**config.mk**
```make
export PLATFORM = sky130hd
export DESIGN_NAME = apple_video
export DESIGN_NICKNAME = d
export VERILOG_FILES = /design/src/logic/video_pkg.sv /design/src/logic/apple_video.sv /design/src/logic/color_result.sv /design/src/logic/pixel_expand.sv /design/src/logic/video_decode.sv
export SDC_FILE = /design/constraint.sdc
export NUM_CORES = 1
export LEC_CHECK = 0
export BUFFER_PORTS_ARGS = -buffer_cell sky130_fd_sc_hd__buf_4
export CAP_MARGIN = 0
export CORE_MARGIN = 3
export CORE_UTILIZATION = 52
export DETAILED_ROUTE_END_ITERATION = 16
export GPL_TIMING_DRIVEN = 0
export PLACE_DENSITY_LB_ADDON = 0.1
export SETUP_SLACK_MARGIN = 0.05
export SLEW_MARGIN = 30
export SYNTH_ARGS = -nofsm -noshare
export SYNTH_HDL_FRONTEND = slang
export SYNTH_SLANG_ARGS = --single-unit
```
**constraint.sdc**
```tcl
create_clock -name a2bus_if -period 2.2 [get_ports a2bus_if]
set_clock_uncertainty 0.05 [all_clocks]
set_input_delay 0.22 -clock a2bus_if [delete_from_list [all_inputs] [get_ports a2bus_if]]
set_output_delay 0.22 -clock a2bus_if [all_outputs]
set_load 0.02 [all_outputs]
```
**src/logic/video_pkg.sv**
```systemverilog
package video_pkg;

    // ------------------------------
    // Screen geometry and timing
    // ------------------------------
    localparam int WINDOW_WIDTH            = 560;
    localparam int WINDOW_HEIGHT           = 384;
    localparam int SCREEN_WIDTH            = 720;
    localparam int SCREEN_HEIGHT           = 480;
    localparam int H_BORDER                = 80;
    localparam int V_BORDER                = 48;

    localparam int STEP_LENGTH             = 28;  // Pixels per fetch
    localparam int STEP_LATCH              = 14;  // Fetch data due here
    localparam int PIX_BUFFER_SIZE         = 29;  // 28 pixels plus delay bit
    localparam int PIX_HISTORY_SIZE        = 8;
    localparam int HISTORY_PIXEL_OFFSET    = 4;
    localparam int HISTORY_ARTIFACT_OFFSET = 1;
    localparam int SCAN_PIX_OFFSET         = 32;  // Scan runs ahead of drawing
    localparam int FETCH_CREDITS           = 2;

    // ------------------------------
    // Vector types
    // ------------------------------
    typedef logic [9:0]                 coord_t;
    typedef logic [15:0]                vaddr_t;
    typedef logic [31:0]                vdata_t;
    typedef logic [PIX_BUFFER_SIZE-1:0] pix_buf_t;
    typedef logic [3:0]                 color_idx_t;
    typedef logic [11:0]                rgb_t;

    localparam color_idx_t BORDER_COLOR = 4'd0;

    typedef enum logic [1:0] {
        LINE_HIRES40,
        LINE_LORES40,
        LINE_BLANK
    } line_mode_e;

    typedef struct packed {
        logic hires;
        logic page2;
        logic monochrome;
    } mode_ctrl_t;

    typedef struct packed {
        vaddr_t addr;
    } fetch_req_t;

    typedef struct packed {
        logic       scan_active;
        logic       draw_active;
        logic [4:0] step;       // Position inside the 28-cycle fetch
        logic       lores_seg;  // Upper or lower lores block
        line_mode_e line_mode;
    } scan_ctrl_t;

    // Artifact colors, 7-pixel window in, palette index out
    // Entry 0 sits in the top nibble so rows read in index order
    localparam logic [511:0] ARTIFACT_TABLE = {
        64'h0000_8000_1151_99df, 64'h2266_aaee_3333_bbff,
        64'h0044_cccc_5555_99df, 64'h0266_eaee_7777_ffff,
        64'h0000_8888_1151_99df, 64'h0266_aaaa_3333_bbff,
        64'h0044_cccc_1155_99dd, 64'h0266_eaee_fff7_ffff
    };

    function automatic color_idx_t artifact_color(input logic [6:0] win);
        return ARTIFACT_TABLE[511 - 4 * win -: 4];
    endfunction

    // Apple II colors in sRGB, 4 bits per channel
    function automatic rgb_t palette_rgb(input color_idx_t idx);
        case (idx)
            4'd0:    return 12'h000;  // Black
            4'd1:    return 12'h924;  // Magenta
            4'd2:    return 12'h42a;
            4'd3:    return 12'hd4e;  // Purple
            4'd4:    return 12'h064;
            4'd5:    return 12'h888;
            4'd6:    return 12'h39e;  // Blue
            4'd7:    return 12'hcbf;
            4'd8:    return 12'h450;  // Brown
            4'd9:    return 12'hc73;  // Orange
            4'd10:   return 12'h888;
            4'd11:   return 12'hfac;
            4'd12:   return 12'h3c2;  // Green
            4'd13:   return 12'hcd6;
            4'd14:   return 12'h7ec;
            default: return 12'hfff;  // White
        endcase
    endfunction

endpackage

```
**src/logic/apple_video.sv**
```systemverilog
module apple_video (
    input  logic                  a2bus_if,
    input  logic                  arst_n_i,
    input  video_pkg::coord_t     screen_x_i,
    input  video_pkg::coord_t     screen_y_i,
    input  video_pkg::mode_ctrl_t mode_i,
    output video_pkg::fetch_req_t mem_req_o,
    output logic                  mem_req_valid_o,
    input  logic                  mem_credit_i,
    input  video_pkg::vdata_t     mem_rdata_i,
    input  logic                  mem_rvalid_i,
    output logic                  video_active_o,
    output video_pkg::color_idx_t pix_color_o,
    output video_pkg::rgb_t       video_rgb_o,
    output logic                  underrun_o
);
    import video_pkg::*;

    scan_ctrl_t scan_w;  // Scan state, one cycle after the beam
    mode_ctrl_t mode_w;  // Mode latched in blanking
    logic       pix_w;   // Serial dot stream

    // ------------------------------
    // Scanner and fetch
    // ------------------------------
    video_decode u_decode (
        .a2bus_if        (a2bus_if),
        .arst_n_i        (arst_n_i),
        .screen_x_i      (screen_x_i),
        .screen_y_i      (screen_y_i),
        .mode_i          (mode_i),
        .mem_credit_i    (mem_credit_i),
        .scan_o          (scan_w),
        .mode_o          (mode_w),
        .mem_req_o       (mem_req_o),
        .mem_req_valid_o (mem_req_valid_o)
    );

    pixel_expand u_expand (
        .a2bus_if     (a2bus_if),
        .arst_n_i     (arst_n_i),
        .scan_i       (scan_w),
        .mem_rdata_i  (mem_rdata_i),
        .mem_rvalid_i (mem_rvalid_i),
        .pix_o        (pix_w),
        .underrun_o   (underrun_o)
    );

    // Color stage
    color_result u_color (
        .a2bus_if       (a2bus_if),
        .arst_n_i       (arst_n_i),
        .scan_i         (scan_w),
        .mode_i         (mode_w),
        .pix_i          (pix_w),
        .video_active_o (video_active_o),
        .pix_color_o    (pix_color_o),
        .video_rgb_o    (video_rgb_o)
    );

endmodule

```
**src/logic/color_result.sv**
```systemverilog
module color_result (
    input  logic                  a2bus_if,
    input  logic                  arst_n_i,
    input  video_pkg::scan_ctrl_t scan_i,
    input  video_pkg::mode_ctrl_t mode_i,
    input  logic                  pix_i,
    output logic                  video_active_o,
    output video_pkg::color_idx_t pix_color_o,
    output video_pkg::rgb_t       video_rgb_o
);
    import video_pkg::*;

    logic [PIX_HISTORY_SIZE-1:0] hist_q;
    logic [1:0]                  phase_q;  // Dot position modulo 4
    color_idx_t                  nib_q;
    logic                        nib_cap_w;
    color_idx_t                  hist_nib_w;
    color_idx_t                  nib_w;
    color_idx_t                  art_w;
    color_idx_t                  rot_art_w;
    color_idx_t                  color_w;

    // ------------------------------
    // Pixel history and phase
    // ------------------------------
    always_ff @(posedge a2bus_if) begin
        hist_q <= {pix_i, hist_q[PIX_HISTORY_SIZE-1:1]};
        nib_q  <= nib_w;
    end

    always_ff @(posedge a2bus_if or negedge arst_n_i) begin
        if (!arst_n_i) begin
            phase_q <= '0;
        end else if (!scan_i.scan_active && !scan_i.draw_active) begin
            phase_q <= '0;  // Idle between lines
        end else begin
            phase_q <= phase_q + 2'd1;
        end
    end

    // Lores nibble, taken at the start of each 14-dot block
    assign nib_cap_w = (scan_i.step == 5'(SCAN_PIX_OFFSET - STEP_LENGTH))
                    || (scan_i.step == 5'(SCAN_PIX_OFFSET - STEP_LENGTH / 2));

    always_comb begin
        case (phase_q)
            2'd0:    hist_nib_w = hist_q[7:4];
            2'd1:    hist_nib_w = {hist_q[6:4], hist_q[7]};
            2'd2:    hist_nib_w = {hist_q[5:4], hist_q[7:6]};
            default: hist_nib_w = {hist_q[4], hist_q[7:5]};
        endcase
    end

    assign nib_w = nib_cap_w ? hist_nib_w : nib_q;

    // Hires artifact color, rotated to the dot phase
    assign art_w = artifact_color(hist_q[HISTORY_ARTIFACT_OFFSET +: 7]);

    always_comb begin
        case (phase_q)
            2'd0:    rot_art_w = art_w;
            2'd1:    rot_art_w = {art_w[2:0], art_w[3]};
            2'd2:    rot_art_w = {art_w[1:0], art_w[3:2]};
            default: rot_art_w = {art_w[0], art_w[3:1]};
        endcase
    end

    // ------------------------------
    // Color choice
    // ------------------------------
    always_comb begin
        if (!scan_i.draw_active) begin
            color_w = BORDER_COLOR;
        end else if (mode_i.monochrome) begin
            color_w = hist_q[HISTORY_PIXEL_OFFSET] ? 4'hf : 4'h0;
        end else begin
            case (scan_i.line_mode)
                LINE_HIRES40: color_w = rot_art_w;
                LINE_LORES40: color_w = nib_w;
                default:      color_w = BORDER_COLOR;
            endcase
        end
    end

    always_ff @(posedge a2bus_if or negedge arst_n_i) begin
        if (!arst_n_i) begin
            video_active_o <= 1'b0;
            pix_color_o    <= BORDER_COLOR;
        end else begin
            video_active_o <= scan_i.draw_active;  // Same stage as the color
            pix_color_o    <= color_w;
        end
    end

    assign video_rgb_o = palette_rgb(pix_color_o);

endmodule

```
**src/logic/pixel_expand.sv**
```systemverilog
module pixel_expand (
    input  logic                  a2bus_if,
    input  logic                  arst_n_i,
    input  video_pkg::scan_ctrl_t scan_i,
    input  video_pkg::vdata_t     mem_rdata_i,
    input  logic                  mem_rvalid_i,
    output logic                  pix_o,
    output logic                  underrun_o
);
    import video_pkg::*;

    vdata_t   data_q;   // Last returned word
    vdata_t   word_q;   // Word for the current step
    logic     got_q;    // Return seen since step 0
    logic     first_q;  // Next load is the first of the line
    logic     delay_q;
    pix_buf_t buf_q;
    pix_buf_t shift_q;
    logic     carry_w;

    // Hires40, each dot doubled, bit 7 of a byte shifts it by half a dot
    function automatic pix_buf_t expand_hires40(input vdata_t vd);
        logic [13:0] lo;
        logic [13:0] hi;
        pix_buf_t    pb;
        for (int i = 0; i < 7; i++) begin
            lo[2*i +: 2] = {2{vd[i]}};
            hi[2*i +: 2] = {2{vd[16+i]}};
        end
        pb[13:0]  = vd[7] ? {lo[12:0], 1'b0} : lo;  // Bit 0 filled at load
        pb[28:14] = vd[23] ? {hi, lo[13]} : {1'b0, hi};
        return pb;
    endfunction

    // Lores40, one nibble per byte repeated across 14 dots
    function automatic logic [27:0] expand_lores40(input vdata_t vd, input logic seg);
        logic [3:0]  lo_nib;
        logic [3:0]  hi_nib;
        logic [27:0] px;
        lo_nib = seg ? vd[7:4] : vd[3:0];
        hi_nib = seg ? vd[23:20] : vd[19:16];
        for (int i = 0; i < 28; i++) begin
            px[i] = (i < 14) ? lo_nib[i % 4] : hi_nib[i % 4];
        end
        return px;
    endfunction

    // ------------------------------
    // Return tracking and underrun
    // ------------------------------
    always_ff @(posedge a2bus_if or negedge arst_n_i) begin
        if (!arst_n_i) begin
            got_q      <= 1'b0;
            first_q    <= 1'b1;
            underrun_o <= 1'b0;
        end else begin
            underrun_o <= 1'b0;
            if (mem_rvalid_i) begin
                got_q <= 1'b1;
            end else if (scan_i.step == '0) begin
                got_q <= 1'b0;
            end
            if (scan_i.scan_active && scan_i.step == 5'(STEP_LATCH)) begin
                underrun_o <= !(got_q || mem_rvalid_i);  // Late fetch, draw black
            end
            if (!scan_i.scan_active) begin
                first_q <= 1'b1;
            end else if (scan_i.step == 5'(STEP_LENGTH - 1)) begin
                first_q <= 1'b0;
            end
        end
    end

    // No pixel left of the window, so the first delayed dot repeats its neighbour
    assign carry_w = !delay_q ? buf_q[0] : (first_q ? buf_q[1] : shift_q[0]);

    // ------------------------------
    // Expansion and shift register
    // ------------------------------
    always_ff @(posedge a2bus_if) begin
        if (mem_rvalid_i) data_q <= mem_rdata_i;

        if (scan_i.scan_active && scan_i.step == 5'(STEP_LATCH)) begin
            word_q <= mem_rvalid_i ? mem_rdata_i : (got_q ? data_q : '0);
        end

        if (scan_i.scan_active && scan_i.step == 5'(STEP_LATCH + 1)) begin
            case (scan_i.line_mode)
                LINE_HIRES40: begin
                    buf_q   <= expand_hires40(word_q);
                    delay_q <= word_q[7];
                end
                LINE_LORES40: begin
                    buf_q   <= {1'b0, expand_lores40(word_q, scan_i.lores_seg)};
                    delay_q <= 1'b0;
                end
                default: begin
                    buf_q   <= '0;
                    delay_q <= 1'b0;
                end
            endcase
        end

        if (scan_i.scan_active && scan_i.step == 5'(STEP_LENGTH - 1)) begin
            shift_q <= {buf_q[PIX_BUFFER_SIZE-1:1], carry_w};
        end else begin
            shift_q <= {1'b0, shift_q[PIX_BUFFER_SIZE-1:1]};
        end
    end

    assign pix_o = shift_q[0];

    a_one_return_per_step: assert property (@(posedge a2bus_if) disable iff (!arst_n_i)
        mem_rvalid_i && scan_i.step != '0 |-> !got_q);

endmodule

```
**src/logic/video_decode.sv**
```systemverilog
module video_decode (
    input  logic                  a2bus_if,
    input  logic                  arst_n_i,
    input  video_pkg::coord_t     screen_x_i,
    input  video_pkg::coord_t     screen_y_i,
    input  video_pkg::mode_ctrl_t mode_i,
    input  logic                  mem_credit_i,
    output video_pkg::scan_ctrl_t scan_o,
    output video_pkg::mode_ctrl_t mode_o,
    output video_pkg::fetch_req_t mem_req_o,
    output logic                  mem_req_valid_o
);
    import video_pkg::*;

    logic                                  x_scan_w;
    logic                                  x_draw_w;
    logic                                  y_act_w;
    logic                                  blank_w;
    logic                                  scan_start_w;
    coord_t                                win_y_w;
    logic [7:0]                            row_w;
    scan_ctrl_t                            scan_nxt;
    logic                                  issue_w;
    logic [$clog2(FETCH_CREDITS + 1)-1:0] credit_q;
    logic [$clog2(FETCH_CREDITS + 1)-1:0] credit_nxt;
    logic [5:0]                            h_off_q;  // Grows by 2 bytes per fetch

    // Line base address, Sather layout
    function automatic vaddr_t line_addr(input logic [7:0] row, input mode_ctrl_t m);
        vaddr_t a;
        a      = '0;
        a[6:3] = {1'b1, row[6], 1'b1, 1'b1} + {row[7], 1'b1, row[7], 1'b1}
               + {3'b000, row[6]};
        a[9:7] = row[5:3];
        if (m.hires) begin
            a[14:10] = {m.page2, ~m.page2, row[2:0]};  // 0x2000 or 0x4000
        end else begin
            a[11:10] = {m.page2, ~m.page2};            // 0x400 or 0x800
        end
        return a;
    endfunction

    // ------------------------------
    // Beam window decode
    // ------------------------------
    assign x_scan_w = (screen_x_i >= coord_t'(H_BORDER - SCAN_PIX_OFFSET))
                   && (screen_x_i < coord_t'(H_BORDER - SCAN_PIX_OFFSET + WINDOW_WIDTH));
    assign x_draw_w = (screen_x_i >= coord_t'(H_BORDER))
                   && (screen_x_i < coord_t'(H_BORDER + WINDOW_WIDTH));
    assign y_act_w  = (screen_y_i >= coord_t'(V_BORDER))
                   && (screen_y_i < coord_t'(V_BORDER + WINDOW_HEIGHT));
    assign blank_w  = (screen_x_i > coord_t'(SCREEN_WIDTH))
                   || (screen_y_i > coord_t'(SCREEN_HEIGHT));
    assign scan_start_w = (screen_x_i == coord_t'(H_BORDER - SCAN_PIX_OFFSET)) && y_act_w;

    assign win_y_w = screen_y_i - coord_t'(V_BORDER);
    assign row_w   = win_y_w[8:1];  // Each row is drawn twice

    always_comb begin
        scan_nxt.scan_active = x_scan_w && y_act_w;
        scan_nxt.draw_active = x_draw_w && y_act_w;
        scan_nxt.lores_seg   = row_w[2];
        if (scan_start_w || scan_o.step == 5'(STEP_LENGTH - 1)) begin
            scan_nxt.step = '0;
        end else begin
            scan_nxt.step = scan_o.step + 5'd1;
        end
        if (!y_act_w) begin
            scan_nxt.line_mode = LINE_BLANK;
        end else if (mode_o.hires) begin
            scan_nxt.line_mode = LINE_HIRES40;
        end else begin
            scan_nxt.line_mode = LINE_LORES40;
        end
    end

    // ------------------------------
    // Fetch issue under credits
    // ------------------------------
    assign issue_w = scan_nxt.scan_active && (scan_nxt.step == '0) && (credit_q != '0);

    always_comb begin
        credit_nxt = credit_q;
        if (issue_w) credit_nxt = credit_nxt - 1'b1;
        if (mem_credit_i) credit_nxt = credit_nxt + 1'b1;
    end

    always_ff @(posedge a2bus_if or negedge arst_n_i) begin
        if (!arst_n_i) begin
            scan_o          <= '{scan_active: 1'b0, draw_active: 1'b0, step: '0,
                                 lores_seg: 1'b0, line_mode: LINE_BLANK};
            mode_o          <= '0;
            credit_q        <= ($clog2(FETCH_CREDITS + 1))'(FETCH_CREDITS);
            h_off_q         <= '0;
            mem_req_valid_o <= 1'b0;
        end else begin
            scan_o          <= scan_nxt;
            credit_q        <= credit_nxt;
            mem_req_valid_o <= issue_w;
            if (blank_w) mode_o <= mode_i;  // No mode change mid-frame
            if (!scan_nxt.scan_active) begin
                h_off_q <= '0;
            end else if (scan_nxt.step == '0) begin
                h_off_q <= h_off_q + 6'd2;  // Skipped fetches advance too
            end
        end
    end

    always_ff @(posedge a2bus_if) begin
        if (issue_w) mem_req_o.addr <= line_addr(row_w, mode_o) + {10'd0, h_off_q};
    end

    a_credit_bound: assert property (@(posedge a2bus_if) disable iff (!arst_n_i)
        credit_q <= FETCH_CREDITS);

    a_req_has_credit: assert property (@(posedge a2bus_if) disable iff (!arst_n_i)
        mem_req_valid_o |-> $past(credit_q) != '0);

endmodule

```
## After elaboration in Yosys (flattened, before gate mapping)

Memories as Yosys holds them, arrays and structs flattened.
Index checks and enable logic that the tools add are counted.

- Flip-flop bits (word level): 167
- Bits in latches: 0
- Memory bits (writable): 0
- Bits in read-only memories: 192
- Output and inout port bits: 35
- Logic and storage cells: 119
- Memories: 1

- $add $sub $neg: 10
- $mul: 0
- Divide/modulo/power cells: 0
- Magnitude comparators: 8
- Eq/ne operators: 12
- Shift-type cells: 1
- Mux-type cells: 34
- Bitwise logic cells: 1
- Reduce and logical (&&, ||, !) cells: 25

Memories:

| name | words | width | rd ports | clocked after memory_dff | write ports | line | text |
|---|---|---|---|---|---|---|---|
| (no name shown) | 16 | 12 | 1 | 0 | 0 | video_pkg.sv:73 | `case (idx)` |

Operators by type and width:

| kind | number |
|---|---|
| $shiftx A515 B33 Y4 const A | 1 |
| $pmux W29 S2 | 1 |
| $mux W24 | 2 |
| $mux W28 | 1 |
| $mux W4 | 6 |
| $pmux W4 S3 | 2 |
| $ge A10 B6 Y1 const B | 2 |
| $lt A10 B10 Y1 const B | 2 |
| $add A15 B6 Y16 | 1 |
| $mux W15 | 1 |
| $mux W13 | 1 |
| $logic_and A1 B1 Y1 | 12 |
| $mux W2 | 6 |
| $mux W6 | 2 |
| $eq A10 B6 Y1 const B | 1 |
| $eq A5 B4 Y1 const B | 2 |
| $eq A5 B5 Y1 const B | 2 |
| $ge A10 B7 Y1 const B | 1 |
| $gt A10 B10 Y1 const B | 1 |
| $gt A10 B9 Y1 const B | 1 |
| $logic_not A5 Y1 | 2 |
| $lt A10 B9 Y1 const B | 1 |
| $sub A9 B9 Y10 const A | 1 |
| $sub A9 B6 Y9 const B | 1 |
| 20 further kinds | 38 |

## Longest topological paths before layout

- Word-level depth: 11
- Gate-level depth with buffers: 10
- Gate-level depth less buffers: 10

## Hierarchy

A second synthesis with hierarchy kept.

- Cells, all modules: 558
- Area, all modules: 6859.1 um^2

By module, submodules not included:

| module | instances | cells each | area an instance (um^2) | sequential area each (um^2) |
|---|---|---|---|---|
| pixel_expand | 1 | 239 | 3666.0 | 2528.7 |
| video_decode | 1 | 167 | 1895.6 | 978.4 |
| color_result | 1 | 152 | 1297.5 | 395.4 |

## Least setup slack after synthesis

Ideal clock, no wire load.

- Kind: input port to flip-flop
- Start point: input screen_y_i[4]
- End point: register, netlist name u_decode.mem_req_o[13]
- Setup time: 0.255 ns
- Data arrival time: 2.167 ns
- Path slack: -0.272 ns
- Cell stages on the path: 10
- Path buffers: 0
- Cell sequence: ha_1 > o31a_1 > nor2_1 > inv_1 > fa_1 > a21o_1 > o211ai_1 > nor3_1 > xnor2_1 > and2_1

- Word-level cells in the longest chain between the ends: 4

RTL lines:

| element | line | text |
|---|---|---|
| start: declaration | apple_video.sv:5 | `input video_pkg::coord_t screen_y_i,` |
| $sub A9 B6 Y9 (*) | video_decode.sv:56 | `assign win_y_w = screen_y_i - coord_t'(V_BORDER);` |
| $add A4 B4 Y4 | video_decode.sv:32 | `a[6:3] = {1'b1, row[6], 1'b1, 1'b1} + {row[7], 1'b1, row[7], 1'b1}` |
| $add A4 B1 Y4 | video_decode.sv:33 | `+ {3'b000, row[6]};` |
| $add A15 B6 Y16 (*) | video_decode.sv:110 | `if (issue_w) mem_req_o.addr <= line_addr(row_w, mode_o) + {10'd0, h_off_q};` |

Every way passes the cells marked *; elsewhere a longest branch is shown, timed or not.
A chain may end at the register's enable or synchronous reset.

## Worst setup path after layout

- Start point: register u_decode.scan_o[3] in the netlist's numbering
- End point: register u_decode.h_off_q[3]

- Word-level cells in the longest chain between the ends: 5

RTL lines:

| element | line | text |
|---|---|---|
| start: declaration | video_decode.sv:8 | `output video_pkg::scan_ctrl_t scan_o,` |
| start signal: assignment | video_decode.sv:90 | `scan_o <= '{scan_active: 1'b0, draw_active: 1'b0, step: '0,` |
| start signal: assignment | video_decode.sv:97 | `scan_o <= scan_nxt;` |
| branches (longest 2 deep; another with $add A5 B1 Y5) | n/a |  |
| $mux W5 (*) | video_decode.sv:63 | `if (scan_start_w \|\| scan_o.step == 5'(STEP_LENGTH - 1)) begin` |
| $logic_not A5 Y1 (*) | video_decode.sv:103 | `end else if (scan_nxt.step == '0) begin` |
| $ne A2 B2 Y1 (no source line) (*) | n/a |  |
| end signal: assignment | video_decode.sv:104 | `h_off_q <= h_off_q + 6'd2;` |
| end: declaration | video_decode.sv:26 | `logic [5:0] h_off_q;` |

Every way passes the cells marked *.

==> impl_summary.txt <==
----------------------------------------------------
[STA]
  Final-report setup violation count ... 2
  RSZ-0062 raised after global routing ... yes
  Worst-case hold slack ... 0.0923 ns
  Endpoints failing hold ... 0
  Pins Over Slew Limit ... 0
  Final clock period utilization by the worst path ... 1.00
  Clock period minus worst slack ... 2.20 ns
  Worst rel slew slack ... 0.492
  Aggregate negative setup slack ... -0.00613 ns
  Max Clk Rate ... 454 MHz
  Worst Tran Pin Value ... 0.761 ns
  Setup slack of the critical path after layout ... -0.00491 ns

[Clock network]
  TritonCTS clock tree ... done
  Total number of H-tree levels ... 4
  Maximum clock insertion buffer count ... 2
  Library cell used as clock root buffer ... sky130_fd_sc_hd__clkbuf_16
  Insertion delay of the later-clocked pin in the worst-skew pair ... 0.41 ns
  Number of buffers inserted during clock tree synthesis ... 17
  CTS Sinks ... 148
  Clock input transition at the sequential cells of the worst setup and hold paths ... 0.06 ns

[Global routing]
  Wire length of the first global-routing pass ... 23.8 mm
  Aggregate global-route resource usage ... 0.207
  Grt ovf ... 0
  Via count of the first global-routing pass ... 4926
  Largest net degree at the start of global routing ... 32
  Initial antenna violation count ... 0

[Setup path]
  CP startpoint ... u_decode.scan_o[3]$_DFF_PN0_
  Endpoint required time on the critical path ... 2.49 ns
  Crit end category ... register
  Cell family contributing the most delay on the critical path ... simple AND/OR/NAND/NOR gates
  Crit path buf inv count ... 2
  Setup Crit Path Kind ... reg2reg
  Slowest Stage Delay on Critical Path ... 0.42 ns
  CP max-delay cell ... sky130_fd_sc_hd__dfrtp_1
  Nature of the critical path startpoint ... register
  Maximum net fanout on the critical path ... 4
  Cell seen most often among critical-path stages ... sky130_fd_sc_hd__buf_6
  Worst path cell trace ... ha_2 > and3_4 > ha_4 > and4_4 > a221oi_4 > buf_6 > buf_6 > or3_1 > a21oi_1
  Worst flop-to-flop path startpoint ... u_decode.scan_o[3]$_DFF_PN0_
  Critical Path AT ... 2.49 ns

[Route]
  Residual DRC ... 0
  Antenna violation net count after detailed routing ... 0
  DRT Pass-1 Iters ... 5
  WL final ... 14.7 mm
  Via count of the routed design ... 4898
  Average wire per standard cell ... 16.2 µm
  Per-cell via count in the routed design ... 5.42
  Count of routing violations after the opening detailed-route iteration ... 362

[Power]
  Maximum ir drop on the vdd rail ... 528 µV
  Post-route total power ... 7.72 mW
  Power density over the cells ... 870 nW/µm²
  Static leakage power ... 3.64 nW

[Finish]
  Layout filler cell count ... 883
  Antenna cell count ... 0
  Post-layout net count ... 800
  Footprint of the multi-input gates ... 2910 µm²
  Final Cell Area ... 8870 µm²
  Fraction of layout cells with a size suffix above 1 ... 0.295
  Area growth from synthesis to final layout ... 29.5%
  Post-route core utilization ... 0.694
  Post-Layout Cell Count ... 903
  Area used by sequential logic in the layout ... 3910 µm²

[Outcome]
  Result of the run ... finished with violations
  Failing checks ... negative setup slack

[Synth]
  Number of different library cells in the post-synthesis netlist ... 70
  Synth Area in Compound Gates ... 0.122
  Simple-gate portion of the synthesized area ... 0.115
  Flip-flop cell with the highest count after synthesis ... sky130_fd_sc_hd__edfxtp_1
  Post-synthesis async set-or-reset flop share ... 0.209
  Synthesized instance count ... 580
  Synth Cell Area ... 6850 µm²
  Post-synthesis register bit count ... 148
  Post-synthesis sequential area ratio ... 0.570
  Share of cell area taken by muxes after synthesis ... 0.0963
  Per-instance average area after synthesis ... 11.8 µm²
  Synth Area in XOR/XNOR ... 0.0217
  Total of warnings raised by yosys ... 0
  Combinational family with the most area after synthesis ... compound AO/OA/AOI/OAI gates
  EDFF count, synth ... 78
  Share of synthesized cell area in full adder, half adder and majority cells ... 0.0431

[Floorplanning]
  X dimension of the die ... 121 µm
  Initial Util ... 0.536
  Die area ... 14600 µm²
  Top-Level Pins ... 94
  Vertical die dimension ... 121 µm
  Core area ... 12800 µm²
  Core Rows ... 41

[Place]
  Port Buf Inserts ... 76
  Final weighted congestion in routability-driven placement ... 0.869
  Placed inst area ... 7680 µm²
  Cell Count Post-Placement ... 829
  Worst Setup Slack post-DPL ... -0.656 ns
  Hpwl dp ... 9.60 mm

[Hold path]
  Hold path startpoint ... mem_credit_i
  Worst hold path type ... in2reg

[Run]
  Max_cap viols ... 0

----------------------------------------------------
[routing by layer]
layer  routed length (µm)  vias to the layer above  track usage
met5                    0                        -            0
met4                  225                        0       0.0687
met3                  647                       24       0.0519
met2                 6980                      138        0.326
met1                 6820                     2339        0.281
li1                     -                     2397            -
[worst register-to-register path, stage by stage (launching register included)]
cell                       delay, ns
sky130_fd_sc_hd__dfrtp_1        0.42
sky130_fd_sc_hd__ha_2           0.21
sky130_fd_sc_hd__and3_4         0.15
sky130_fd_sc_hd__ha_4           0.27
sky130_fd_sc_hd__and4_4         0.22
sky130_fd_sc_hd__a221oi_4       0.09
sky130_fd_sc_hd__buf_6          0.16
sky130_fd_sc_hd__buf_6          0.10
sky130_fd_sc_hd__or3_1          0.30
sky130_fd_sc_hd__a21oi_1        0.15
[Yosys cell counts (4+ instances only)]
cell type                  instances  share of area
sky130_fd_sc_hd__a21o_1            9         0.0099
sky130_fd_sc_hd__a21oi_1          23          0.017
sky130_fd_sc_hd__a22o_1           16          0.020
sky130_fd_sc_hd__and2_1            5         0.0046
sky130_fd_sc_hd__and3_1            5         0.0046
sky130_fd_sc_hd__and4_1            4         0.0051
sky130_fd_sc_hd__clkbuf_1         24          0.013
sky130_fd_sc_hd__dfrtp_1          28           0.10
sky130_fd_sc_hd__dfxtp_1          39           0.11
sky130_fd_sc_hd__edfxtp_1         78           0.34
sky130_fd_sc_hd__ha_1             22          0.040
sky130_fd_sc_hd__inv_1            22          0.012
sky130_fd_sc_hd__mux2_1           11          0.018
sky130_fd_sc_hd__mux2_2           26          0.043
sky130_fd_sc_hd__mux2i_1          22          0.032
sky130_fd_sc_hd__nand2_1          52          0.028
sky130_fd_sc_hd__nand2b_1          5         0.0046
sky130_fd_sc_hd__nand3_1          14          0.010
sky130_fd_sc_hd__nand4b_1          4         0.0051
sky130_fd_sc_hd__nor2_1           31          0.017
sky130_fd_sc_hd__nor2b_1           8         0.0073
sky130_fd_sc_hd__nor3_1            5         0.0037
sky130_fd_sc_hd__nor4_1            4         0.0037
sky130_fd_sc_hd__o211ai_1          5         0.0055
sky130_fd_sc_hd__o21ai_0          33          0.024
sky130_fd_sc_hd__o21ai_1           7         0.0051
sky130_fd_sc_hd__or3_1             4         0.0037
sky130_fd_sc_hd__xnor2_1          12          0.015
sky130_fd_sc_hd__xor2_1            5         0.0064
[area by class of cell]
type,count,share of cell area
sequential,148,0.440
multi-input combinational,379,0.328
timing repair buffer,123,0.118
clock buffer,23,0.0552
tap,172,0.0243
buffer,25,0.0148
inverter,24,0.0114
clock inverter,9,0.00762
[report_power, final]
group | internal [mW] | total (mW) | switching [mW]
Clock | 1.58 | 2.67 | 1.09
Combinational | 0.795 | 1.64 | 0.841
Sequential | 3.23 | 3.42 | 0.186
Total | 5.60 | 7.72 | 2.12
[final timing paths]
check	endpoint	slack [ns]	cells past startpoint
worst max-delay path	u_decode.h_off_q[3]$_DFFE_PN0P_	-0.005	9
worst min-delay path	u_decode.credit_q[0]$_DFF_PN0_	0.09	3
worst max register to register	u_decode.h_off_q[3]$_DFFE_PN0P_	-0.005	9
worst min register to register	u_color.hist_q[7]$_DFF_P_	0.29	0
max in group asynchronous	u_decode.credit_q[1]$_DFF_PN1_	1.51	2
min in group asynchronous	u_decode.scan_o[8]$_DFF_PN0_	0.25	2
[state kept, by name, summed over array words and instances (netlist names), 2 cells and up]
register             count
u_expand.buf_q          29
u_expand.shift_q        29
u_expand.data_q         16
u_expand.word_q         16
u_decode.mem_req_o      15
u_decode.scan_o         10
u_color.hist_q           7
u_decode.h_off_q         5
u_color.nib_q            4
u_color.pix_color_o      4
u_decode.mode_o          3
u_color.phase_q          2
u_decode.credit_q        2
[what timing repair did]
item,in CTS,in global routing
endpoints found under the hold margin,49,0
setup buffers,17,8
endpoints found under the setup margin,48,53
gates resized for setup,26,41
pin swaps,10,14
gates cloned,1,1
hold buffers,22,0
[logic make-up after synthesis]
logic type      count (synthesis)
fa+ha+maj                      23
xor+xnor                       17
other cells                     1
flops                         148
compound gates                123
mux                            60
buf+inv                        54
simple gates                  154
[cells in the final DEF (no fill, tap or decap), types with 19 or more instances in the layout]
cell	synthesis	layout
sky130_fd_sc_hd__o21ai_0	33	30
sky130_fd_sc_hd__mux2_2	26	26
sky130_fd_sc_hd__nand2_1	52	52
sky130_fd_sc_hd__a21oi_1	23	19
sky130_fd_sc_hd__clkbuf_16	0	19
sky130_fd_sc_hd__mux2i_1	22	22
sky130_fd_sc_hd__inv_1	22	19
sky130_fd_sc_hd__dfrtp_1	28	26
sky130_fd_sc_hd__dfxtp_1	39	39
sky130_fd_sc_hd__edfxtp_1	78	78
sky130_fd_sc_hd__nor2_1	31	27
sky130_fd_sc_hd__dlygate4sd3_1	0	22
sky130_fd_sc_hd__buf_4	1	91
No activity file was read; power rests on OpenSTA's default activity.
